## src/rv_pkg.sv

```systemverilog
package rv_pkg;

  typedef logic [31:0] addr_t;
  typedef logic [31:0] data_t;
  typedef logic [31:0] instr_t;
  typedef logic [4:0]  reg_idx_t;

  typedef enum logic [6:0] {
    OP_LW    = 7'b0000011,
    OP_SW    = 7'b0100011,
    OP_RTYPE = 7'b0110011,
    OP_ITYPE = 7'b0010011,
    OP_BEQ   = 7'b1100011,
    OP_JAL   = 7'b1101111
  } opcode_t;

  typedef enum logic [3:0] {
    S_FETCH    = 4'd0, // Zero so an uninitialized register starts here
    S_DECODE   = 4'd1,
    S_MEMADR   = 4'd2,
    S_MEMREAD  = 4'd3,
    S_MEMWB    = 4'd4,
    S_MEMWRITE = 4'd5,
    S_EXECR    = 4'd6,
    S_EXECI    = 4'd7,
    S_ALUWB    = 4'd8,
    S_BEQ      = 4'd9,
    S_JAL      = 4'd10
  } fsm_state_t;

  typedef enum logic [1:0] {
    ALUOP_ADD   = 2'd0,
    ALUOP_SUB   = 2'd1,
    ALUOP_FUNCT = 2'd2 // Let funct3/funct7 pick the operation
  } alu_op_t;

  typedef enum logic [2:0] {
    ALU_ADD = 3'd0,
    ALU_SUB = 3'd1,
    ALU_AND = 3'd2,
    ALU_OR  = 3'd3,
    ALU_SLT = 3'd4
  } alu_ctrl_t;

  typedef enum logic {
    ADR_SRC_PC     = 1'b0,
    ADR_SRC_RESULT = 1'b1
  } adr_src_t;

  typedef enum logic [1:0] {
    ALU_SRC_A_PC     = 2'd0,
    ALU_SRC_A_OLD_PC = 2'd1,
    ALU_SRC_A_RD1    = 2'd2
  } alu_src_a_t;

  typedef enum logic [1:0] {
    ALU_SRC_B_RD2 = 2'd0,
    ALU_SRC_B_IMM = 2'd1,
    ALU_SRC_B_4   = 2'd2
  } alu_src_b_t;

  typedef enum logic [1:0] {
    RESULT_SRC_ALU_OUT    = 2'd0,
    RESULT_SRC_DATA       = 2'd1,
    RESULT_SRC_ALU_RESULT = 2'd2 // Live ALU output that bypasses alu_out
  } result_src_t;

  typedef struct packed {
    adr_src_t    adr_src;
    logic        ir_write;
    logic        reg_write;
    logic        pc_update;
    logic        mem_write;
    alu_src_a_t  alu_src_a;
    alu_src_b_t  alu_src_b;
    result_src_t result_src;
    alu_op_t     alu_op;
  } ctrl_t;

endpackage

```

## src/alu.sv

```systemverilog
`timescale 1ns/1ns

module alu (
  input  rv_pkg::data_t     a,
  input  rv_pkg::data_t     b,
  input  rv_pkg::alu_ctrl_t op,
  output rv_pkg::data_t     y,
  output logic              zero
);

  logic lt;

  assign lt = $signed(a) < $signed(b); // Signed compare for slt

  always_comb begin
    case (op)
      rv_pkg::ALU_ADD: y = a + b;
      rv_pkg::ALU_SUB: y = a - b;
      rv_pkg::ALU_AND: y = a & b;
      rv_pkg::ALU_OR:  y = a | b;
      rv_pkg::ALU_SLT: y = {31'b0, lt};
      default:         y = a + b;
    endcase
  end

  assign zero = (y == '0);

endmodule

```

## config.mk

```make
export PLATFORM = sky130hd
export DESIGN_NAME = alu
export DESIGN_NICKNAME = d
export VERILOG_FILES = /design/src/rv_pkg.sv /design/src/alu.sv
export SDC_FILE = /design/constraint.sdc
export NUM_CORES = 1
export LEC_CHECK = 0
export BUFFER_PORTS_ARGS = -buffer_cell sky130_fd_sc_hd__buf_2
export CAP_MARGIN = 20
export CORE_UTILIZATION = 47
export DETAILED_ROUTE_END_ITERATION = 10
export PLACE_DENSITY = 0.7
export SLEW_MARGIN = 20
export SYNTH_ARGS = -nofsm -noshare
export SYNTH_HDL_FRONTEND = slang
export SYNTH_SLANG_ARGS = --single-unit
```

## constraint.sdc

```tcl
create_clock -name vclk -period 5.6
set_input_delay 0.84 -clock vclk [all_inputs]
set_output_delay 0.84 -clock vclk [all_outputs]
set_load 0.03 [all_outputs]
```

==> impl_metrics.toml <==
[finish]
seq_cells = 0
antenna-diode-count = 0
nets = 1120
nClkBuffers = 0
regArea_sq_um = 0
syn2layout_area_growth_pct = 18.78
drive_above_1_share = 0.2162

[detailed_routing]
wl_microns = 18930
vias = 6811
ant_nets = 0
post-route-drc-count = 0
first_iter_violations = 759
routed_via_density = 6.214
dr.pass1.iters = 6
wl_per_cell_microns = 17.28

[timing]
max_freq_mhz = 178.5
slew_headroom = 0.4529
fin_crit_ns = 5.603
rsz0062_at_grt = "yes"
setup_violations = 1
fin_hold_ws_ns = 2.332
worst_pin_slew_ns = 0.8170
hold_viol = 0
worst_slack_ns = -0.003091
drv_slew = 0
period_share = 1.001

[floorplan]
coreArea_sq_mm = 0.01142
die_y_microns = 110.1
initial_core_util = 0.4814
io_pins = 100
num_rows = 39
die_w_microns = 110.1
die_area_sq_mm = 0.01213

[power_and_ir_drop]
p_leak_nw = 3.274
irDropWorstVdd_v = 0.00007908
p_per_area_mw_per_mm2 = 130.1

[synthesis]
synth_top_family_by_area = "compound AO/OA/AOI/OAI gates"
synth_mux_area_frac = 0.02436
yosysWarnings = 0
syn_nets = 999
synthAdderAreaFrac = 0.2258
synth_area_sq_mm = 0.005497
avgSynthCellArea_sq_um = 6.591
synth_area_leaders = "ha_1, inv_1, a21oi_1"
yosysTopAreaCellShare = 0.2185
synth_compound_area_frac = 0.3924
seq_area_frac_synth = 0
synth_top_cell_by_area = "ha_1"
synth_cell_types = 92
syn_inst = 834
synthSimpleGateAreaFrac = 0.2392
synth_xor_area_frac = 0.01115

[setup_path]
critPathCapture = "zero"
path_max_fanout = 4
worstSetupPathType = "in -> out"
end_kind = "primary output"
worstPathArrival_ns = 4.76
cp.required_ns = 4.76
start_kind = "input port"
startpoint = "a[1]"

[run_status]
status = "finished with violations"
violations = "negative setup slack"

[flow_run]
maxCapViolCount = 0

[global_route]
grt_pass1_wl_microns = 29890
grt_pass1_vias = 6076
antenna_found_initial = 0
grt_max_degree = 28
grt_usage = 0.3100
grt_overflow = 0

[placement]
port_buffers = 100
gp_congestion = 0.9985
dp_slack_ns = -0.03350
hpwlAfterDp_microns = 15400

[worst_hold_path]
holdCritPathClass = "in -> out"

[clock_network]
hold_buffers = 0
how the worst min path moves through the flow:
| stage | endpoint | slack, ns | cells past startpoint | startpoint |
|---|---|---|---|---|
| global route | y[0] | 2.36 | 5 | a[31] |
| detailed placement | y[0] | 2.33 | 5 | a[31] |
| floorplan | y[1] | 2.11 | 2 | b[1] |
| finish | y[0] | 2.33 | 5 | a[31] |
| global placement | y[0] | 2.35 | 5 | a[31] |
| CTS | y[0] | 2.34 | 5 | a[31] |
critical path: stages:
cell      delay [ns]
buf_2           0.13
inv_1           0.09
ha_1            0.31
a211o_1         0.33
a211oi_2        0.30
o31ai_2         0.14
o311a_1         0.37
a211o_1         0.31
a31o_4          0.26
a221oi_2        0.26
o22ai_1         0.13
or4b_1          0.52
or4_4           0.45
nor4_4          0.15
buf_6           0.16
logic make-up after synthesis:
kind of cell	count (synthesis)
fa+ha+maj	98
compound gates	305
simple gates	262
mux	13
xor+xnor	7
buf+inv	149
cell usage in the layout (no fill, tap or decap), drive strengths merged, types with 7 or more instances in the layout:
cell,Yosys,routed
a21o,19,19
o21a,10,10
nand3,14,14
buf,13,169
o21bai,9,9
mux2i,10,10
o211ai,16,16
a221oi,8,8
nor3,22,22
a31oi,12,12
o221ai,9,9
nor2,78,78
inv,99,99
ha,96,96
o31ai,15,15
a21oi,68,68
nor2b,18,18
nand2,62,62
nand2b,17,17
nor4,8,8
o22ai,14,14
a211oi,7,7
o21ai,57,57
nand4,7,7
synth_stat cells (all sizes together) (8+ instances only):
cell    instances
o21a           10
ha             96
o31ai          15
a31oi          12
o22ai          14
buf            13
nand3          14
nor2b          18
o221ai          9
nand2          62
mux2i          10
inv            99
a21o           19
a21oi          68
o21bai          9
o21ai          57
nor4            8
clkbuf         37
o211ai         16
nor2           78
nand2b         17
a221oi          8
nor3           22
per-layer routing:
metal | wire [microns] | vias up | global-route usage
met5 | 0 | - | 0
met4 | 781 | 0 | 0.1259
met3 | 1726 | 68 | 0.01646
met2 | 8237 | 376 | 0.5031
met1 | 8189 | 3109 | 0.4269
li1 | - | 3258 | -
report_power, final:
| group | switching (mW) | leakage [nW] | internal, mW |
|---|---|---|---|
| sequential | 0 | 0 | 0 |
| combinational | 0.532 | 3.27 | 0.318 |
| clock | 0 | 0 | 0 |
through the flow:
step / utilization / instance area, sq um / power (mW) / std cells / setup TNS (ns)
3_3_place_gp: 0.5689 / 6496 / 0.8217 / 1095 / 0
5_1_grt: 0.5718 / 6529 / 0.9170 / 1096 / -0.1775
2_1_floorplan: - / 5505 / 0.5559 / 834 / 0
6_report: 0.5718 / 6529 / 0.8493 / 1096 / -0.003091
3_5_place_dp: 0.5689 / 6496 / 0.8243 / 1095 / -0.03350
4_1_cts: 0.5691 / 6499 / 0.8287 / 1095 / 0
area by class of cell:
type	count	area, sq um
fillers	1135	4890
inverters	99	371.6
multi-input cells	685	4954
well taps	143	178.9
repair buffers	169	1025
repair_timing:
| action | 4_1_cts | 5_1_grt |
|---|---|---|
| resized for setup | 2 | 7 |
| buffers inserted | 0 | 1 |
| setup endpoints to repair | 1 | 1 |
| gates cloned | 0 | 0 |
| pin swaps | 0 | 1 |
Note: power is estimated with default switching activity, not from simulation.
