**config.mk**
```make
export PLATFORM = sky130hd
export DESIGN_NAME = fetch
export DESIGN_NICKNAME = d
export VERILOG_FILES = /design/src/rv_pkg.sv /design/src/fetch.sv
export SDC_FILE = /design/constraint.sdc
export NUM_CORES = 1
export LEC_CHECK = 0
export ABC_CLOCK_PERIOD_IN_PS = 1550
export BUFFER_PORTS_ARGS = -buffer_cell sky130_fd_sc_hd__buf_2
export CAP_MARGIN = 20
export CORE_ASPECT_RATIO = 1.75
export CORE_MARGIN = 1.5
export CORE_UTILIZATION = 52
export CTS_BUF_LIST = sky130_fd_sc_hd__clkbuf_8
export DETAILED_ROUTE_END_ITERATION = 6
export PLACE_DENSITY = 0.87
export SLEW_MARGIN = 20
export SYNTH_ARGS = -nofsm -noshare
export SYNTH_HDL_FRONTEND = slang
export SYNTH_SLANG_ARGS = --single-unit
```
**constraint.sdc**
```tcl
create_clock -name clk -period 1.55 [get_ports clk]
set_clock_uncertainty 0.05 [all_clocks]
set_input_delay 0.2325 -clock clk [delete_from_list [all_inputs] [get_ports clk]]
set_output_delay 0.2325 -clock clk [all_outputs]
set_load 0.1 [all_outputs]
```
**src/rv_pkg.sv**
```systemverilog
package rv_pkg;

  typedef logic [31:0] addr_t;
  typedef logic [31:0] data_t;
  typedef logic [31:0] instr_t;
  typedef logic [4:0]  reg_idx_t;

  typedef enum logic [6:0] {
    OP_LW    = 7'b0000011,
    OP_SW    = 7'b0100011,
    OP_RTYPE = 7'b0110011,
    OP_ITYPE = 7'b0010011,
    OP_BEQ   = 7'b1100011,
    OP_JAL   = 7'b1101111
  } opcode_t;

  typedef enum logic [3:0] {
    S_FETCH    = 4'd0, // Zero so an uninitialized register starts here
    S_DECODE   = 4'd1,
    S_MEMADR   = 4'd2,
    S_MEMREAD  = 4'd3,
    S_MEMWB    = 4'd4,
    S_MEMWRITE = 4'd5,
    S_EXECR    = 4'd6,
    S_EXECI    = 4'd7,
    S_ALUWB    = 4'd8,
    S_BEQ      = 4'd9,
    S_JAL      = 4'd10
  } fsm_state_t;

  typedef enum logic [1:0] {
    ALUOP_ADD   = 2'd0,
    ALUOP_SUB   = 2'd1,
    ALUOP_FUNCT = 2'd2 // Let funct3/funct7 pick the operation
  } alu_op_t;

  typedef enum logic [2:0] {
    ALU_ADD = 3'd0,
    ALU_SUB = 3'd1,
    ALU_AND = 3'd2,
    ALU_OR  = 3'd3,
    ALU_SLT = 3'd4
  } alu_ctrl_t;

  typedef enum logic {
    ADR_SRC_PC     = 1'b0,
    ADR_SRC_RESULT = 1'b1
  } adr_src_t;

  typedef enum logic [1:0] {
    ALU_SRC_A_PC     = 2'd0,
    ALU_SRC_A_OLD_PC = 2'd1,
    ALU_SRC_A_RD1    = 2'd2
  } alu_src_a_t;

  typedef enum logic [1:0] {
    ALU_SRC_B_RD2 = 2'd0,
    ALU_SRC_B_IMM = 2'd1,
    ALU_SRC_B_4   = 2'd2
  } alu_src_b_t;

  typedef enum logic [1:0] {
    RESULT_SRC_ALU_OUT    = 2'd0,
    RESULT_SRC_DATA       = 2'd1,
    RESULT_SRC_ALU_RESULT = 2'd2 // Live ALU output that bypasses alu_out
  } result_src_t;

  typedef struct packed {
    adr_src_t    adr_src;
    logic        ir_write;
    logic        reg_write;
    logic        pc_update;
    logic        mem_write;
    alu_src_a_t  alu_src_a;
    alu_src_b_t  alu_src_b;
    result_src_t result_src;
    alu_op_t     alu_op;
  } ctrl_t;

endpackage

```
**src/fetch.sv**
```systemverilog
`timescale 1ns/1ns

module fetch (
  input  logic          clk,
  input  logic          rst_n,
  input  rv_pkg::ctrl_t ctrl,
  input  rv_pkg::data_t result,
  output rv_pkg::addr_t pc,
  output rv_pkg::addr_t old_pc
);

  always_ff @(posedge clk) begin
    if (!rst_n) begin
      pc <= '0;
    end else if (ctrl.pc_update) begin
      pc <= result;
    end
  end

  // PC of the instruction now in the IR
  always_ff @(posedge clk) begin
    if (!rst_n) begin
      old_pc <= '0;
    end else if (ctrl.ir_write) begin
      old_pc <= pc;
    end
  end

endmodule

```
==> impl_metrics.tcl, run 1 <==
set metrics [dict create \
    timing.fmax_mhz 704 \
    wirelength_routed_um 4720 \
    max_root_sink_buffers 2 \
    buffers_added_on_ports 99 \
    drive_gt1_share_pct 37.7 \
    cts.clk_slew.worst_paths_ns 0.06 \
    worst_hold_path_type "input pin to flip-flop" \
    drt-pass1-iter-count 4 \
    whs_ns 0.112 \
    grt_antenna_before_repair 0 \
    remaining_drc_errors 0 \
    worst_pin_slew_ns 0.505 \
    register_to_register_setup_slack_ns 0.79 \
    drtAntennaViolNets 0 \
    overall_die_height_um 94.6 \
    setup_slack_ns 0.130 \
    setup_viol_count_final 0 \
    crit_path_cell_trace "buf_2" \
    initial_utilization_pct 53.4 \
    placed_cells_incl_taps 347 \
    ys.warnings.count 0 \
    routabilityCongestion 0.704 \
    final-hold-violation-count 0 \
    setup.worst_path.start "pc[9]" \
    cp_data_required_time_ns 1.27 \
    timing.final.crit_share_pct 91.6 \
    worst-path-max-fanout 3 \
    grt.overflow.total 0 \
    cts.repair_timing.setup_buffer_count 0 \
    crit_family "buffers and inverters" \
    floorplan.die_area_mm2 0.00523 \
    drtIter0Drc 36 \
    cts_resized 0 \
    worstSkewPairLatency_ns 0.33 \
    critical_path.endpoint_type "output pin" \
    mostFrequentLayoutCell "buf_2" \
    sink_of_the_worst_hold_path "pc[16]" \
    totalNegativeSetupSlack_ns 0 \
    worstSetupPathType "flip-flop to output pin" \
    post_cts_hold_buffer_count 0 \
    synth_cell_type_count 7 \
    num_rows 33 \
    antenna_diodes 0 \
    cts_inserted_buffers 9 \
    aggregate_global_route_resource_usage_pct 18.5 \
    clock-root-buffer "clkbuf_8" \
    critical-path-max-stage-delay_ns 0.44 \
    grt_first_pass_wirelength_um 7510 \
    clock_sinks 64 \
    finalCriticalPeriod_ns 1.42 \
    placement.setup.worst_slack_ns 0.479 \
    grt_max_degree 35 \
    via_per_inst 4.84 \
    area_delta_synth_final_pct 25.4 \
    max-vdd-ir-drop_v 0.000934 \
    synth_area_mm2 0.00249 \
    worst_path_arrival_ns 1.14 \
    fp.dieW_um 55.3 \
    synth-seq-area-share_pct 51.4 \
    io_pins 111 \
    place_hpwl_um 3280 \
    timing.hold.worst.start "result[16]" \
    power.density_cell_area_mw_per_mm2 1280 \
    clock_tree_from_tritoncts "yes" \
    detailroute.via_count 1751 \
    crit_path_top_delay_cell "buf_2" \
    post_synthesis_net_count 254 \
    unrepaired_setup_endpoints_after_global_routing "no" \
    crit-reg2reg-launch "pc[9]" \
    worstPathBufferInverterCount 1 \
    first_global_vias 1725 \
    cts_htree_levels 3 \
    fill_cells 375 \
    rr_endpoint "old_pc[9]" \
    maximum_capacitance_violations 0 \
    core_area_mm2 0.00467 \
    start_kind "flip-flop" \
    rel_slew_slack_pct 66.6 \
    p_leak_nw 1.59 \
    finalNonFillerCells 362 \
    timing.reg2reg.worst_path_depth 2 \
    leading_cell_types_in_the_layout_fill_and_taps_excluded "buf_2, mux2i_1, nor2b_1, dfxtp_1, clkbuf_8" \
    status "completed" \
    whs_path_depth 3 \
    mean_syn_cell_area_um2 12.0 \
    drv_slew 0 \
    numnets_final 353 \
    ys_ff_latch 64 \
    synth_cells 207 \
    routedWlPerCell_um 13.0 \
]
## flip-flops by register name, indices dropped and copies added (netlist names)
| register | cells |
|---|---|
| old_pc | 32 |
| pc | 32 |
## cell type report
type	count	area, µm²	area share (%)
clock buffers	10	138	4.41
clock inverters	5	48.8	1.56
multi-input cells	128	1040	33.3
flip-flops and latches	64	1280	41.0
well taps	52	65.1	2.08
repair buffers	103	551	17.6
## per-stage QoR
stage	area (µm²)	utilization [%]	total power (W)
2_1_floorplan	2490	-	0.00260
3_3_place_gp	2940	63.0	0.00271
3_5_place_dp	2940	63.0	0.00273
4_1_cts	3120	67.0	0.00405
5_1_grt	3120	67.0	0.00417
6_report	3120	67.0	0.00401
## cell usage after synthesis, drive strengths merged
cell	instances	area, µm²
mux2i	64	641
clkbuf	6	22.5
dfxtp	64	1280
nor2b	64	400
buf	9	148
## metal layers
metal,track usage (%),vias up,routed length (µm)
li1,-,878,-
met1,18.7,797,1840
met2,33.4,66,2510
met3,5.34,10,280
met4,10.8,0,93
met5,0,-,0
## cell families after synthesis
group / share of synthesized area [%]
DFF: 51.4
muxes: 25.7
buffers and inverters: 6.83
and+or+nand+nor: 16.1
## how the worst max path moves through the flow
stage | to | slack [ns] | cells after the start
floorplan | old_pc[0] | 0.21 | 2
global placement | pc[15] | 0.49 | 1
detailed placement | pc[10] | 0.48 | 1
CTS | pc[9] | 0.11 | 1
global route | pc[10] | 0.06 | 1
finish | pc[9] | 0.13 | 1
## tightest hold or removal path, stage by stage
cell	delay (ns)
buf_2	0.08
mux2i_1	0.06
nor2b_1	0.09
## report_power, final
group | internal, W | leakage [nW] | switching [W]
registers | 0.00172 | 0.524 | 0.0000477
logic | 0.000204 | 0.967 | 0.000710
clock network | 0.000762 | 0.103 | 0.000558
total | 0.00269 | 1.59 | 0.00132
Note: power is estimated with default switching activity, not from simulation.
==> inputs of run 2 (changes only) <==
- CORE_ASPECT_RATIO: 1.75 -> unset
- SLEW_MARGIN: 20 -> 10
==> run 2 against run 1 <==
Sequential power is essentially flat. Flip-flop and latch count unchanged. Clock-buffer cell count rose by 1. Critical path depth unchanged. Sequential share of layout area shrank 0.20 points. Design area is 0.48% higher. Setup slack better by 0.020 ns. Highest routed layer unchanged.
==> impl_metrics.tcl, run 2 (same netlist as run 1, synthesis figures left out) <==
set metrics [dict create \
    detailroute.via_count 1723 \
    mostFrequentLayoutCell "buf_2" \
    timing.hold.worst.start "result[23]" \
    drtIter0Drc 60 \
    io_pins 111 \
    drtAntennaViolNets 0 \
    worst_pin_slew_ns 0.504 \
    fp.dieW_um 72.2 \
    max-vdd-ir-drop_v 0.000662 \
    post_cts_hold_buffer_count 0 \
    cts_resized 0 \
    crit_path_top_delay_cell "buf_2" \
    wirelength_routed_um 4690 \
    rel_slew_slack_pct 66.7 \
    initial_utilization_pct 53.5 \
    drt-pass1-iter-count 4 \
    aggregate_global_route_resource_usage_pct 18.1 \
    cts.repair_timing.setup_buffer_count 0 \
    grt.overflow.total 0 \
    drv_slew 0 \
    register_to_register_setup_slack_ns 0.81 \
    timing.fmax_mhz 714 \
    clock_sinks 64 \
    routabilityCongestion 0.724 \
    floorplan.die_area_mm2 0.00522 \
    setup_viol_count_final 0 \
    worst_hold_path_type "input pin to flip-flop" \
    worstPathBufferInverterCount 1 \
    grt_first_pass_wirelength_um 7310 \
    crit_path_cell_trace "buf_2" \
    place_hpwl_um 3240 \
    finalInstanceArea_mm2 0.00314 \
    routedWlPerCell_um 12.9 \
    cts.clk_slew.worst_paths_ns 0.07 \
    critical-path-max-stage-delay_ns 0.44 \
    setup.worst_path.start "pc[1]" \
    core_area_mm2 0.00466 \
    crit-reg2reg-launch "pc[16]" \
    via_per_inst 4.72 \
    max_root_sink_buffers 2 \
    cts_inserted_buffers 9 \
    p_seq_share_pct 43.6 \
    antenna_diodes 0 \
    crit_family "buffers and inverters" \
    remaining_drc_errors 0 \
    timing.final.crit_share_pct 90.3 \
    grt_antenna_before_repair 0 \
    worstSkewPairLatency_ns 0.32 \
    power_frac_comb_pct 22.5 \
    worstSetupPathType "flip-flop to output pin" \
    clock_tree_from_tritoncts "yes" \
    clock-root-buffer "clkbuf_8" \
    worst_path_arrival_ns 1.12 \
    totalNegativeSetupSlack_ns 0 \
    worst-path-max-fanout 3 \
    buffers_added_on_ports 99 \
    finalCriticalPeriod_ns 1.40 \
    maximum_capacitance_violations 0 \
    dpl-instance-area_mm2 0.00294 \
    cp_data_required_time_ns 1.27 \
    overall_die_height_um 72.2 \
    internal-power_w 0.00274 \
    numnets_final 353 \
    power.density_cell_area_mw_per_mm2 1290 \
    grt_max_degree 33 \
    num_rows 25 \
    power.share.switching_pct 32.6 \
    critical_path.endpoint_type "output pin" \
    cts_htree_levels 3 \
    drive_gt1_share_pct 37.6 \
    leading_cell_types_in_the_layout_fill_and_taps_excluded "buf_2, mux2i_1, nor2b_1, dfxtp_1, clkbuf_8" \
    start_kind "flip-flop" \
    p_switching_w 0.00132 \
    area_delta_synth_final_pct 26.0 \
    power_frac_clock_pct 33.9 \
    final-hold-violation-count 0 \
    p_leak_nw 1.60 \
    first_global_vias 1682 \
    top_regs "old_pc x32, pc x32" \
    status "completed" \
    unrepaired_setup_endpoints_after_global_routing "no" \
]
-- run 2: cell count changes in the layout (fill, tap and decap cells not counted), sizes merged --
cell	delta
clkbuf	+1
clkinv	-1
inv	+1
-- run 2: power groups by stage --
| stage | combinational [W] | clock (W) | sequential, W |
|---|---|---|---|
| 6_report | 0.000914 | 0.00138 | 0.00177 |
| 3_5_place_dp | 0.000920 | 0 | 0.00181 |
| 4_1_cts | 0.000921 | 0.00142 | 0.00177 |
| 2_1_floorplan | 0.000231 | 0 | 0.00236 |
| 5_1_grt | 0.000950 | 0.00149 | 0.00178 |
| 3_3_place_gp | 0.000910 | 0 | 0.00180 |
-- run 2: layout make-up --
cell class,instances,area (µm²)
clock inverter,5,47.5
clock buffer,11,151
sequential,64,1280
fill,394,1520
multi-input combinational,128,1040
tap,54,67.6
timing repair buffer,103,551
-- run 2: metal layers --
layer,global-route usage (%),routed length [µm],vias to the layer above
li1,-,-,879
met1,19.8,2030,785
met2,32.2,2370,57
met3,5.28,268,2
met4,8.18,23,0
met5,0,0,-
-- run 2: final timing paths --
path	cells past startpoint	end
hold / removal	3	pc[23]
setup reg to reg	2	old_pc[16]
setup / recovery	1	pc[1]
hold reg to reg	2	old_pc[19]
-- run 2: stage by stage --
stage | util, % | power (W) | hold WS (ns) | worst slack (ns) | instances
final | 67.4 | 0.00407 | 0.128 | 0.150 | 365
after global routing | 67.4 | 0.00422 | 0.118 | 0.0903 | 365
after CTS | 67.4 | 0.00411 | 0.112 | 0.131 | 365
after detailed placement | 63.1 | 0.00273 | 0.445 | 0.432 | 349
after global placement | 63.1 | 0.00271 | 0.436 | 0.494 | 349
after floorplan | - | 0.00260 | 0.352 | 0.210 | 207
==> inputs of run 3 (changes only) <==
- CORE_UTILIZATION: 52 -> 33
- PLACE_DENSITY: 0.87 -> unset
==> run 3 against run 2 <==
Clock-buffer cell count increased by 1. Combinational power hardly changed. Via count up 0.46%. Global-route usage fell by 5.4 points. Sequential share of layout area decreased by 0.81 points. Flip-flop and latch count stayed put.
==> impl_metrics.tcl, run 3 (same netlist as run 1, synthesis figures left out) <==
set metrics [dict create \
    grt.overflow.total 0 \
    crit_path_top_delay_cell "buf_2" \
    unrepaired_setup_endpoints_after_global_routing "no" \
    cts.repair_timing.setup_buffer_count 0 \
    leading_cell_types_in_the_layout_fill_and_taps_excluded "buf_2, mux2i_1, nor2b_1, dfxtp_1, clkbuf_8" \
    worst_pin_slew_ns 0.503 \
    aggregate_global_route_resource_usage_pct 12.7 \
    core_area_mm2 0.00729 \
    numnets_final 353 \
    drive_gt1_share_pct 37.7 \
    setup_slack_ns 0.140 \
    drtIter0Drc 36 \
    max_root_sink_buffers 2 \
    wirelength_routed_um 4770 \
    antenna_diodes 0 \
    p_seq_share_pct 43.1 \
    num_rows 31 \
    maximum_capacitance_violations 0 \
    mostFrequentLayoutCell "buf_2" \
    cp_data_required_time_ns 1.27 \
    grt_antenna_before_repair 0 \
    totalNegativeSetupSlack_ns 0 \
    drtAntennaViolNets 0 \
    power_frac_comb_pct 22.2 \
    worst_hold_path_type "input pin to flip-flop" \
    crit_path_cell_trace "buf_2" \
    rel_slew_slack_pct 66.7 \
    power_frac_clock_pct 34.7 \
    drt-pass1-iter-count 4 \
    grt_max_degree 33 \
    place_hpwl_um 3250 \
    wl_met1_um 2160 \
    worstSetupPathType "flip-flop to output pin" \
    initial_utilization_pct 34.2 \
    placement.setup.worst_slack_ns 0.479 \
    cts_inserted_buffers 9 \
    power.share.switching_pct 32.2 \
    utilization_pct 43.9 \
    worst-path-max-fanout 3 \
    first_global_vias 1655 \
    clock_sinks 64 \
    crit_family "buffers and inverters" \
    remaining_drc_errors 0 \
    worst_path_arrival_ns 1.13 \
    cts.clk_slew.worst_paths_ns 0.07 \
    grt_first_pass_wirelength_um 8090 \
    routedWlPerCell_um 11.7 \
    floorplan.die_area_mm2 0.00808 \
    timing.final.crit_share_pct 91.0 \
    placed_cells_incl_taps 394 \
    finalNonFillerCells 409 \
    io_pins 111 \
    cts_htree_levels 3 \
    final-hold-violation-count 0 \
    overall_die_height_um 89.9 \
    p_switching_w 0.00133 \
    finalCriticalPeriod_ns 1.41 \
    max-vdd-ir-drop_v 0.000490 \
    fp.dieW_um 89.9 \
    detailroute.via_count 1731 \
    power.density_cell_area_mw_per_mm2 1280 \
    via_per_inst 4.23 \
    routabilityCongestion 0.664 \
    p_leak_nw 1.60 \
    start_kind "flip-flop" \
    clock_tree_from_tritoncts "yes" \
    buffers_added_on_ports 99 \
    critical_path.endpoint_type "output pin" \
    met3_length_um 335 \
    cts_resized 0 \
    post_cts_hold_buffer_count 0 \
    top_regs "old_pc x32, pc x32" \
    met2RoutedLength_um 2230 \
    area_delta_synth_final_pct 28.5 \
    top_signal_layer_used "met4" \
    worstSkewPairLatency_ns 0.32 \
    status "completed" \
    drv_slew 0 \
    critical-path-max-stage-delay_ns 0.44 \
    clock-root-buffer "clkbuf_8" \
    timing.fmax_mhz 709 \
    internal-power_w 0.00279 \
    worstPathBufferInverterCount 1 \
    setup_viol_count_final 0 \
]
[run 3: cell types whose count changed in the layout (fill, tap and decap cells not counted)]
cell	before	now
clkinv_2	2	0
clkbuf_8	11	12
inv_1	2	1
clkinvlp_4	0	1
[run 3: routing by layer]
metal	track usage, %	up-vias
met5	0	-
met4	3.97	0
met3	6.09	6
met2	20.7	60
met1	14.6	784
li1	-	881
[run 3: final timing paths]
kind	endpoint	cells after the start	slack, ns	from
setup / recovery	pc[0]	1	0.14	pc[0]
hold / removal	pc[4]	3	0.11	result[4]
setup reg to reg	pc[6]	2	0.87	pc[6]
hold reg to reg	old_pc[23]	2	0.46	old_pc[23]
[run 3: cell type report]
type                            instances  area (µm²)
Sequential cell                        64        1280
Multi-Input combinational cell        128        1040
Tap cell                               99         124
Clock buffer                           12         165
Clock inverter                          3        41.3
Fill cell                             747        4090
Timing Repair Buffer                  103         551
[run 3: power groups by stage]
stage               combinational [W]  sequential [W]  clock [W]
floorplan                    0.000231         0.00236          0
global placement             0.000916         0.00181          0
detailed placement           0.000922         0.00181          0
CTS                          0.000922         0.00177    0.00150
global route                 0.000954         0.00178    0.00158
finish                       0.000913         0.00177    0.00143
[run 3: worst min-delay path, delay by kind of cell]
| kind | cells | cell delay [ns] |
|---|---|---|
| muxes | 1 | 0.06 |
| and+or+nand+nor | 1 | 0.09 |
| buffers and inverters | 1 | 0.07 |
[run 3: stage by stage]
| stage | power, W | hold WS, ns | area (µm²) |
|---|---|---|---|
| global placement | 0.00272 | 0.437 | 3000 |
| global route | 0.00432 | 0.0887 | 3200 |
| floorplan | 0.00260 | 0.352 | 2490 |
| finish | 0.00411 | 0.114 | 3200 |
| detailed placement | 0.00273 | 0.447 | 3000 |
| CTS | 0.00419 | 0.0898 | 3200 |
