<file path="src/rv_pkg.sv">
package rv_pkg;

  typedef logic [31:0] addr_t;
  typedef logic [31:0] data_t;
  typedef logic [31:0] instr_t;
  typedef logic [4:0]  reg_idx_t;

  typedef enum logic [6:0] {
    OP_LW    = 7'b0000011,
    OP_SW    = 7'b0100011,
    OP_RTYPE = 7'b0110011,
    OP_ITYPE = 7'b0010011,
    OP_BEQ   = 7'b1100011,
    OP_JAL   = 7'b1101111
  } opcode_t;

  typedef enum logic [3:0] {
    S_FETCH    = 4'd0, // Zero so an uninitialized register starts here
    S_DECODE   = 4'd1,
    S_MEMADR   = 4'd2,
    S_MEMREAD  = 4'd3,
    S_MEMWB    = 4'd4,
    S_MEMWRITE = 4'd5,
    S_EXECR    = 4'd6,
    S_EXECI    = 4'd7,
    S_ALUWB    = 4'd8,
    S_BEQ      = 4'd9,
    S_JAL      = 4'd10
  } fsm_state_t;

  typedef enum logic [1:0] {
    ALUOP_ADD   = 2'd0,
    ALUOP_SUB   = 2'd1,
    ALUOP_FUNCT = 2'd2 // Let funct3/funct7 pick the operation
  } alu_op_t;

  typedef enum logic [2:0] {
    ALU_ADD = 3'd0,
    ALU_SUB = 3'd1,
    ALU_AND = 3'd2,
    ALU_OR  = 3'd3,
    ALU_SLT = 3'd4
  } alu_ctrl_t;

  typedef enum logic {
    ADR_SRC_PC     = 1'b0,
    ADR_SRC_RESULT = 1'b1
  } adr_src_t;

  typedef enum logic [1:0] {
    ALU_SRC_A_PC     = 2'd0,
    ALU_SRC_A_OLD_PC = 2'd1,
    ALU_SRC_A_RD1    = 2'd2
  } alu_src_a_t;

  typedef enum logic [1:0] {
    ALU_SRC_B_RD2 = 2'd0,
    ALU_SRC_B_IMM = 2'd1,
    ALU_SRC_B_4   = 2'd2
  } alu_src_b_t;

  typedef enum logic [1:0] {
    RESULT_SRC_ALU_OUT    = 2'd0,
    RESULT_SRC_DATA       = 2'd1,
    RESULT_SRC_ALU_RESULT = 2'd2 // Live ALU output that bypasses alu_out
  } result_src_t;

  typedef struct packed {
    adr_src_t    adr_src;
    logic        ir_write;
    logic        reg_write;
    logic        pc_update;
    logic        mem_write;
    alu_src_a_t  alu_src_a;
    alu_src_b_t  alu_src_b;
    result_src_t result_src;
    alu_op_t     alu_op;
  } ctrl_t;

endpackage

</file>
<file path="src/operand_select.sv">
`timescale 1ns/1ns

module operand_select (
  input  logic          clk,
  input  logic          rst_n,
  input  rv_pkg::ctrl_t ctrl,
  input  rv_pkg::addr_t pc,
  input  rv_pkg::addr_t old_pc,
  input  rv_pkg::data_t rd1,
  input  rv_pkg::data_t rd2,
  input  rv_pkg::data_t imm_ext,
  input  rv_pkg::data_t alu_y,
  input  rv_pkg::data_t mem_rdata,
  output rv_pkg::data_t alu_a,
  output rv_pkg::data_t alu_b,
  output rv_pkg::addr_t mem_addr,
  output rv_pkg::data_t result
);

  rv_pkg::data_t alu_out;
  rv_pkg::data_t mem_data;

  always_comb begin
    case (ctrl.alu_src_a)
      rv_pkg::ALU_SRC_A_OLD_PC: alu_a = old_pc;
      rv_pkg::ALU_SRC_A_RD1:    alu_a = rd1;
      default:                  alu_a = pc;
    endcase
  end

  always_comb begin
    case (ctrl.alu_src_b)
      rv_pkg::ALU_SRC_B_IMM: alu_b = imm_ext;
      rv_pkg::ALU_SRC_B_4:   alu_b = 32'd4;
      default:               alu_b = rd2;
    endcase
  end

  // Hold values across state boundaries
  always_ff @(posedge clk) begin
    if (!rst_n) begin
      alu_out  <= '0;
      mem_data <= '0;
    end else begin
      alu_out  <= alu_y;
      mem_data <= mem_rdata;
    end
  end

  assign mem_addr = (ctrl.adr_src == rv_pkg::ADR_SRC_RESULT) ? alu_out : pc;

  always_comb begin
    case (ctrl.result_src)
      rv_pkg::RESULT_SRC_DATA:       result = mem_data;
      rv_pkg::RESULT_SRC_ALU_RESULT: result = alu_y;
      default:                       result = alu_out;
    endcase
  end

endmodule

</file>
<file path="config.mk">
export PLATFORM = sky130hd
export DESIGN_NAME = operand_select
export DESIGN_NICKNAME = d
export VERILOG_FILES = /design/src/rv_pkg.sv /design/src/operand_select.sv
export SDC_FILE = /design/constraint.sdc
export NUM_CORES = 1
export LEC_CHECK = 0
export BUFFER_PORTS_ARGS = -buffer_cell sky130_fd_sc_hd__buf_4
export CAP_MARGIN = 20
export CORE_AREA = 2 2 144 146
export DETAILED_ROUTE_END_ITERATION = 8
export DIE_AREA = 0 0 146 148
export PLACE_DENSITY = 0.56
export SLEW_MARGIN = 20
export SYNTH_ARGS = -nofsm -noshare
export SYNTH_HDL_FRONTEND = slang
export SYNTH_SLANG_ARGS = --single-unit
</file>
<file path="constraint.sdc">
create_clock -name clk -period 1.3 [get_ports clk]
set_input_delay 0.065 -clock clk [delete_from_list [all_inputs] [get_ports clk]]
set_output_delay 0.065 -clock clk [all_outputs]
set_load 0.03 [all_outputs]
</file>
==> qor.csv, run 1 <==
stage;metric;value;unit
placement;dpl cells;1058;
floorplanning;Die W;146;um
synthesis;Cell Area, Synth;0.00389;mm^2
synthesis;Synth warnings;0;
placement;DP HPWL;13.9;mm
setup_path;Worst EP arrival;1200;ps
setup_path;CP Buf/Inv Count;3;
timing;Fin. Hold Viols;0;
placement;RD Place Congestion;0.821;
job;Max Cap Viol;0;
global_routing;via count of the first global-routing pass;4918;
placement;pre-CTS setup slack;-6.12;ps
drt;DRT Wirelength;17.3;mm
power_and_ir_drop;VDD IR max;0.623;mV
floorplanning;Initial Util;19.4;%
drt;average wire per standard cell;15.2;um
run_status;status;completed;
finish;multi-input logic area;0.00242;mm^2
finish;Nets;1108;
finish;Final Util;40.2;%
synthesis;sequential area share after synthesis;33.0;%
clocking;CTS tree;done;
clocking;CTS clk-pin slew, worst paths;60;ps
setup_path;CP endpoint kind;output pin;
clocking;CTS H-tree depth;3;
synthesis;register bit total from synthesis;64;
timing;Tcrit/Tclk final;97.5;%
clocking;Root Buffer;clkbuf_16;
setup_path;WP data required;1240;ps
global_routing;first-pass GRT wire length;26.1;mm
min_path;Worst Hold Class;in2reg;
global_routing;largest net degree at the start of global routing;40;
drt;first-pass detailed-route iteration total;5;
timing;Max Transition Viols Final;0;
global_routing;initial antenna violation count;0;
setup_path;Setup crit start;alu_y[12];
synthesis;synth unique cells;19;
finish;Final Non-Filler Cells;1138;
floorplanning;row cnt;52;
finish;Fill cells;2082;
finish;Layout area overhead;107;%
setup_path;Startpoint Class;primary input;
timing;worst slew pin tran;285;ps
setup_path;crit path to;result[12];
setup_path;CP delay by family, top;buffers and inverters;
timing;Relative slew margins;81.0;%
finish;share of post-route cells with drive strength above 1;52.8;%
drt;DR vias/cell;4.27;
setup_path;Crit Path Max Fanout;2;
floorplanning;Core Area;0.0200;mm^2
setup_path;crit path cell chain;dlygate4sd3_1 > buf_4 > a22oi_2 > o21ai_1 > buf_4;
clocking;clock sinks;64;
finish;Ant. Diodes;0;
drt;Final ANT Viol Nets;0;
floorplanning;I/O pin count;367;
floorplanning;die footprint;0.0216;mm^2
timing;total negative setup slack;0;ps
setup_path;CP peak stage delay;550;ps
synthesis;Net Count, Synth;690;
placement;Port Buffers;360;
power_and_ir_drop;Lkg Pwr;3.83;nW
synthesis;Cells after Synth;445;
drt;First DRT Iteration DRCs;156;
timing;fin crit period;1270;ps
clocking;cts bufs inserted;9;
global_routing;gr usage total;15.2;%
drt;total number of vias;4855;
drt;Residual DRC;0;
setup_path;cell repeated most along the worst path;buf_4;
timing;fin worst setup slack;32.5;ps
power_and_ir_drop;Tot Pwr;7.80;mW
clocking;Clock Path Buffers;2;
timing;Fmax achieved;0.789;GHz
global_routing;GRT overflow;0;
floorplanning;Vert. Die Dim;148;um
setup_path;CP Depth;5;
synthesis;syn_area_per_cell;8.74;um^2
setup_path;Critical-path top delay cell;dlygate4sd3_1;
timing;final setup violation count;0;
finish;sequential cell area;0.00128;mm^2
setup_path;Setup CP Type;in2out;
power_and_ir_drop;total power per unit cell area;968;mW/mm^2
cells by family after synthesis:
kind of cell             after synthesis  synth area share, %
AND/OR/NAND/NOR                      132                 17.1
adder cells (fa/ha/maj)                6                 1.93
buffers and inverters                 50                 8.08
AO/OA/AOI/OAI                        161                 27.7
multiplexers                          32                 12.2
flip-flops                            64                 33.0
sequential cells by signal, summed over array words and instances (netlist names):
signal and count:
alu_out 32, mem_data 32
how the worst min path moves through the flow:
stage,endpoint,slack [ps],from,depth (start not counted)
5_1_grt,mem_data[30],160,rst_n,2
3_3_place_gp,mem_data[1],270,mem_rdata[1],2
6_report,mem_data[23],160,rst_n,2
4_1_cts,mem_data[24],150,rst_n,2
3_5_place_dp,mem_data[24],280,mem_rdata[24],2
2_1_floorplan,alu_out[0],190,alu_y[0],1
cell usage after synthesis:
cell type  count  area share [%]
buf_4          1            0.19
mux2_2         2            0.58
nor2b_4        1            0.35
o21ai_0        8             1.0
buf_2         25             3.2
clkbuf_2       4            0.51
a22o_1        30             6.8
buf_6          5             1.4
buf_12         3             1.5
clkbuf_1       6            0.58
a21oi_1        1            0.13
inv_1          6            0.58
mux2_4        30              12
and2_1        64              10
a22oi_1       64              12
nand2_1       67             6.5
dfxtp_1       64              33
ha_1           6             1.9
o21ai_1       58             7.5
report_power, final:
part | leakage [nW] | switching, mW | internal [mW]
sequential | 0.533 | 0.0545 | 2.07
clock | 0.146 | 0.912 | 1.55
combinational | 3.15 | 1.65 | 1.56
total | 3.83 | 2.62 | 5.18
cell usage in the layout, fill, tap and decap left out, drive strengths merged:
master and instances:
a21oi 1, a22o 30, a22oi 64, and2 64, buf 387, bufinv 1
clkbuf 11, clkinv 2, clkinvlp 1, dfxtp 64, dlygate4sd3 62, dlymetal6s4s 2
ha 6, inv 7, mux2 32, nand2 67, nor2b 1, o21ai 66
repair_timing:
action                     4_1_cts  5_1_grt
hold buffers                    64        0
pin swaps                        0        6
resized for setup                0       29
setup endpoints to repair        6       30
setup buffers                    0        0
hold endpoints to repair        64        0
metrics by stage:
step	hold WS (ps)	cell area, um^2
2_1_floorplan	187	3890
3_3_place_gp	274	6970
3_5_place_dp	276	6970
4_1_cts	152	7920
5_1_grt	158	8050
6_report	160	8050
layer usage:
metal  vias up  global-route usage (%)  wire, um
met5         -                       0         0
li1       2423                       -         -
met1      2176                    17.6      6960
met4         0                    5.29       398
met2       229                    27.1      8740
met3        27                    3.83      1210
area by class of cell:
class	count	area share, %
Timing Repair Buffer	451	45.7
Multi-Input combinational cell	331	30.1
Sequential cell	64	15.9
Tap cell	270	4.20
Clock buffer	11	3.01
Clock inverter	5	0.793
Inverter	6	0.280
Note: power is estimated with default switching activity, not from simulation.
==> run 2: changes to the inputs <==
CELL_PAD_IN_SITES_DETAIL_PLACEMENT = 0   (was default)
CELL_PAD_IN_SITES_GLOBAL_PLACEMENT = 2   (was default)
CORE_AREA = default   (was 2 2 144 146)
CORE_MARGIN = 2   (was default)
CORE_UTILIZATION = 19   (was default)
DIE_AREA = default   (was 0 0 146 148)
PLACE_DENSITY = 0.92   (was 0.56)
==> run 2 against run 1 <==
Compared with the run above:
- setup slack worse by 21 ps
- largest cell class unchanged
- cell count stayed put
- largest power group unchanged
- critical endpoint is now result[23]
- sequential share of layout area is 0.22 points lower
==> qor.csv, run 2 (synthesis results as in run 1) <==
stage;metric;value;unit;change
setup_path;Critical-path top delay cell;dlygate4sd3_1;;
timing;fin crit period;1290;ps;+21.3 ps
timing;Tcrit/Tclk final;99.1;%;+1.6 points
drt;Post-Route M1 WL;7.48;mm;+7.4%
power_and_ir_drop;Clk pwr share;30.9;%;-0.7 points
floorplanning;die footprint;0.0216;mm^2;about the same
finish;Final Util;40.5;%;+0.30 points
drt;average wire per standard cell;16.8;um;+10%
setup_path;CP endpoint kind;output pin;;
placement;dpl cells;1055;;-0.28%
power_and_ir_drop;Flop pwr share;27.0;%;-0.2 points
placement;DP HPWL;14.4;mm;+3.6%
floorplanning;Initial Util;19.3;%;-0.13 points
timing;worst slew pin tran;306;ps;+20.9 ps
global_routing;largest net degree at the start of global routing;65;;+63%
floorplanning;I/O pin count;367;;unchanged
job;Max Cap Viol;0;;unchanged
finish;share of post-route cells with drive strength above 1;52.8;%;unchanged
timing;Fin. Hold Viols;0;;unchanged
finish;most common cell after layout, fill and taps aside;buf_4;;
clocking;CTS H-tree depth;3;;unchanged
timing;Hold WS;32.6;ps;-128 ps
clocking;CTS tree;done;;
drt;Final ANT Viol Nets;0;;unchanged
run_status;status;completed;;
global_routing;GRT overflow;0;;unchanged
drt;metal3 WL;1.33;mm;+10%
floorplanning;Vert. Die Dim;147;um;-0.65%
setup_path;Startpoint Class;primary input;;
finish;Final Non-Filler Cells;1138;;unchanged
global_routing;via count of the first global-routing pass;4976;;+1.2%
power_and_ir_drop;P_sw;2.65;mW;+1.3%
placement;Port Buffers;360;;unchanged
setup_path;cell repeated most along the worst path;buf_4;;
drt;first-pass detailed-route iteration total;5;;unchanged
setup_path;Crit Path Max Fanout;2;;unchanged
finish;Ant. Diodes;0;;unchanged
placement;RD Place Congestion;0.882;;+7.5%
power_and_ir_drop;Lkg Pwr;3.86;nW;+0.73%
global_routing;initial antenna violation count;0;;unchanged
setup_path;Worst EP arrival;1220;ps;+20 ps
power_and_ir_drop;Comb power frac;42.1;%;+0.9 points
setup_path;WP data required;1240;ps;about the same
drt;First DRT Iteration DRCs;207;;+33%
finish;Nets;1108;;unchanged
setup_path;CP peak stage delay;540;ps;about the same
clocking;clock sinks;64;;unchanged
power_and_ir_drop;sw frac;33.7;%;+0.12 points
drt;total number of vias;4914;;+1.2%
finish;most frequent cells in the layout;buf_4, nand2_1, and2_1, dfxtp_1, dlygate4sd3_1;;
drt;met2 wire length;10.0;mm;+15%
placement;pre-CTS setup slack;-104;ps;-97.5 ps
power_and_ir_drop;Cell Int Power;5.22;mW;+0.77%
setup_path;crit path cell chain;dlygate4sd3_1 > buf_4 > a22oi_2 > o21ai_2 > buf_4;;
drt;Residual DRC;0;;unchanged
setup_path;Setup crit start;alu_y[23];;
finish;biggest regs;alu_out x32, mem_data x32;;
timing;Relative slew margins;79.6;%;-1.4 points
drt;top sig layer;met4;;
drt;DR vias/cell;4.32;;+1.2%
min_path;Worst Hold Class;in2reg;;
clocking;CTS clk-pin slew, worst paths;50;ps;about the same
timing;Fmax achieved;0.776;GHz;-1.7%
finish;Layout area overhead;110;%;
clocking;Root Buffer;clkbuf_16;;
power_and_ir_drop;total power per unit cell area;964;mW/mm^2;-0.44%
clocking;cts bufs inserted;9;;unchanged
power_and_ir_drop;VDD IR max;0.566;mV;-9.2%
timing;Max Transition Viols Final;0;;unchanged
timing;fin worst setup slack;11.2;ps;-21.3 ps
global_routing;gr usage total;16.0;%;+0.81 points
timing;final setup violation count;0;;unchanged
setup_path;crit path to;result[23];;
floorplanning;row cnt;52;;unchanged
floorplanning;Core Area;0.0202;mm^2;+0.65%
floorplanning;Die W;147;um;+0.71%
setup_path;Setup CP Type;in2out;;
global_routing;first-pass GRT wire length;27.2;mm;+4.0%
power_and_ir_drop;Tot Pwr;7.87;mW;+0.95%
clocking;Clock Path Buffers;2;;unchanged
drt;DRT Wirelength;19.1;mm;+10%
==> run 2: cell count changes in the layout (fill, tap and decap cells not counted), sizes merged <==
cell,change
buf,-2
dlymetal6s4s,-1
clkinv,+1
inv,-1
clkbuf,+3
==> run 2: worst min-delay path by stage <==
stage	from	end	slack, ps	cells past startpoint
2_1_floorplan	alu_y[0]	alu_out[0]	190	1
3_3_place_gp	mem_rdata[4]	mem_data[4]	270	2
3_5_place_dp	mem_rdata[16]	mem_data[16]	280	2
4_1_cts	mem_rdata[31]	mem_data[31]	20	2
5_1_grt	mem_rdata[31]	mem_data[31]	30	2
6_report	mem_rdata[31]	mem_data[31]	30	2
==> run 2: per-stage QoR <==
step,cell area (um^2),setup TNS (ps)
after global placement,6950,-407
after CTS,7890,0
after global routing,8160,-9.69
after detailed placement,6950,-1430
final,8160,0
after floorplan,3890,-294
==> run 2: final cells by class <==
| class | instances | area [um^2] |
|---|---|---|
| Timing Repair Buffer | 451 | 3780 |
| Inverter | 6 | 25.0 |
| Multi-Input combinational cell | 331 | 2440 |
| Fill cell | 2039 | 12000 |
| Clock buffer | 11 | 243 |
| Clock inverter | 5 | 56.3 |
| Sequential cell | 64 | 1280 |
| Tap cell | 270 | 338 |
==> run 2: layer usage <==
layer | vias up | global-route usage, %
met4 | 0 | 3.75
li1 | 2420 | -
met3 | 15 | 3.48
met5 | - | 0
met1 | 2241 | 18.4
met2 | 238 | 29.9
==> run 2: timing repair <==
item / in CTS / in global routing
resized for setup: 4 / 40
setup buffers: 0 / 0
endpoints found under the setup margin: 30 / 44
cloned: 0 / 4
hold buffers: 63 / 0
pin swaps: 0 / 5
hold endpoints to repair: 63 / 0
==> run 2: power groups by stage <==
stage / Clock [mW] / Sequential (mW) / Combinational [mW]
after floorplan: 0 / 2.14 / 1.62
after global placement: 0 / 2.16 / 3.01
after detailed placement: 0 / 2.16 / 3.02
after CTS: 2.52 / 2.12 / 3.20
after global routing: 2.61 / 2.13 / 3.50
final: 2.43 / 2.12 / 3.32
==> run 2: worst max-delay path, delay by kind of cell <==
| family | cells | cell delay [ps] |
|---|---|---|
| buffers and inverters | 3 | 850 |
| AOI/OAI and AO/OA | 2 | 300 |
==> run 3: changes to the inputs <==
CTS_CLUSTER_DIAMETER = 200   (was default)
GPL_ROUTABILITY_DRIVEN = 0   (was default)
SETUP_SLACK_MARGIN = 0.3   (was default)
==> run 3 against run 2 <==
Compared with the run above:
- worst hold slack better by 230 ps
- sequential share of layout area is 3.8 points lower
- first-iteration DRC count is 34% lower
- cell count is 5.4% higher
- critical endpoint is now alu_b[31]
- largest cell class unchanged
==> qor.csv, run 3 (synthesis results as in run 1) <==
stage;metric;value;unit;change
drt;first-pass detailed-route iteration total;4;;-1
min_path;hold path start;rst_n;;
setup_path;cell repeated most along the worst path;buf_6;;
drt;DRT Wirelength;22.6;mm;+19%
floorplanning;Initial Util;19.3;%;unchanged
setup_path;crit path cell chain;buf_6 > inv_1 > ha_2 > nor2b_4 > buf_6 > buf_6 > buf_6 > a22o_4 > buf_6;;
job;Max Cap Viol;0;;unchanged
finish;most frequent cells in the layout;buf_4, buf_6, a22oi_2, and2_1, dlygate4sd3_1;;
min_path;Worst Hold End;mem_data[23];;
setup_path;Crit Path Max Fanout;5;;+3
global_routing;via count of the first global-routing pass;5949;;+20%
timing;fin worst setup slack;61.2;ps;+50.0 ps
setup_path;Critical-path top delay cell;a22o_4;;
timing;Fin. Hold Viols;0;;unchanged
timing;Hold WS;266;ps;+234 ps
floorplanning;I/O pin count;367;;unchanged
finish;most common cell after layout, fill and taps aside;buf_4;;
global_routing;first-pass GRT wire length;33.1;mm;+22%
clocking;CTS tree;done;;
setup_path;Setup CP Type;in2out;;
finish;Final Util;55.9;%;+15 points
timing;Max Transition Viols Final;0;;unchanged
clocking;CTS H-tree depth;3;;unchanged
setup_path;CP peak stage delay;210;ps;-330 ps
timing;Relative slew margins;64.5;%;-15 points
floorplanning;Die W;147;um;unchanged
setup_path;Worst EP arrival;1170;ps;-50 ps
floorplanning;Vert. Die Dim;147;um;unchanged
drt;Residual DRC;0;;unchanged
drt;DR vias/cell;4.53;;+4.9%
placement;pre-CTS setup slack;46.5;ps;+150 ps
placement;Port Buffers;360;;unchanged
placement;DP HPWL;14.9;mm;+3.5%
finish;Nets;1169;;+5.5%
run_status;status;completed;;
min_path;hold path depth;2;;unchanged
drt;average wire per standard cell;18.9;um;+12%
min_path;Worst Hold Class;in2reg;;
power_and_ir_drop;VDD IR max;0.580;mV;+2.6%
timing;total negative setup slack;0;ps;unchanged
drt;total number of vias;5430;;+11%
setup_path;WP data required;1240;ps;about the same
clocking;CTS clk-pin slew, worst paths;50;ps;about the same
clocking;clock sinks;64;;unchanged
timing;Fmax achieved;0.807;GHz;+4.0%
clocking;Clock Path Buffers;2;;unchanged
finish;share of post-route cells with drive strength above 1;81.1;%;+28 points
floorplanning;die footprint;0.0216;mm^2;unchanged
setup_path;Startpoint Class;primary input;;
timing;RSZ-0062 raised after global routing;yes;;
power_and_ir_drop;total power per unit cell area;837;mW/mm^2;-13%
setup_path;CP endpoint kind;output pin;;
power_and_ir_drop;Lkg Pwr;5.04;nW;+30%
timing;worst slew pin tran;533;ps;+226 ps
clocking;Root Buffer;clkbuf_16;;
global_routing;largest net degree at the start of global routing;65;;unchanged
global_routing;gr usage total;19.7;%;+3.7 points
drt;Final ANT Viol Nets;0;;unchanged
timing;final setup violation count;0;;unchanged
finish;biggest regs;alu_out x32, mem_data x32;;
timing;Tcrit/Tclk final;95.3;%;-3.8 points
finish;Layout area overhead;190;%;
drt;First DRT Iteration DRCs;137;;-34%
clocking;cts bufs inserted;9;;unchanged
global_routing;initial antenna violation count;2;;+2
floorplanning;Core Area;0.0202;mm^2;unchanged
global_routing;GRT overflow;0;;unchanged
floorplanning;row cnt;52;;unchanged
timing;fin crit period;1240;ps;-50.0 ps
==> run 3: changes by cell type in the layout (fill, tap and decap cells not counted), sizes merged <==
cell / before / now
dlygate4sd3: 62 / 64
clkinv: 3 / 2
buf: 385 / 446
dlymetal6s4s: 1 / 0
bufinv: 1 / 0
diode: 0 / 1
==> run 3: area by class of cell <==
| cell class | instances | area (um^2) |
|---|---|---|
| Timing Repair Buffer | 512 | 5380 |
| Fill cell | 1651 | 8900 |
| Clock buffer | 12 | 256 |
| Clock inverter | 3 | 17.5 |
| Antenna cell | 1 | 2.50 |
| Tap cell | 270 | 338 |
| Sequential cell | 64 | 1340 |
| Inverter | 6 | 32.5 |
| Multi-Input combinational cell | 331 | 3900 |
==> run 3: timing repair <==
item	in CTS	in global routing
setup buffers	27	8
hold buffers	64	0
gates cloned	20	3
pin swaps	41	57
endpoints found under the setup margin	128	128
resized for setup	334	64
hold endpoints to repair	64	0
==> run 3: worst max-delay path: cells and delay by family <==
kind / cells / cell delay [ps]
AO/OA/AOI/OAI: 1 / 210
adder cells (fa/ha/maj): 1 / 170
buffers and inverters: 6 / 590
AND/OR/NAND/NOR: 1 / 140
==> run 3: worst max path at each step <==
stage | to | startpoint | slack, ps | cells after the start
2_1_floorplan | alu_a[1] | ctrl[6] | 200 | 5
3_3_place_gp | result[13] | ctrl[2] | 50 | 7
3_5_place_dp | result[13] | ctrl[2] | 50 | 7
4_1_cts | alu_b[31] | ctrl[4] | 60 | 9
5_1_grt | alu_b[20] | ctrl[4] | 30 | 9
6_report | alu_b[31] | ctrl[5] | 60 | 9
==> run 3: per-layer routing <==
layer	routed length, um	vias to the layer above	track usage (%)
met2	12400	232	37.6
met4	776	2	7.64
met5	13	-	0
met3	1240	45	4.29
met1	8160	2585	20.9
li1	-	2566	-
==> run 3: per-stage QoR <==
| step | std cells | area [um^2] | total power [mW] |
|---|---|---|---|
| global placement | 1061 | 7920 | 5.71 |
| floorplan | 445 | 4860 | 4.31 |
| finish | 1199 | 11300 | 9.43 |
| global route | 1198 | 11300 | 9.80 |
| detailed placement | 1061 | 7920 | 5.74 |
| CTS | 1187 | 10900 | 9.26 |
==> run 3: power breakdown <==
group          leakage (nW)  total (mW)  switching (mW)  internal, mW
logic                  4.36        5.07            2.35          2.72
clock network         0.134        2.19           0.819          1.37
registers             0.545        2.17          0.0847          2.08
total                  5.04        9.43            3.25          6.17
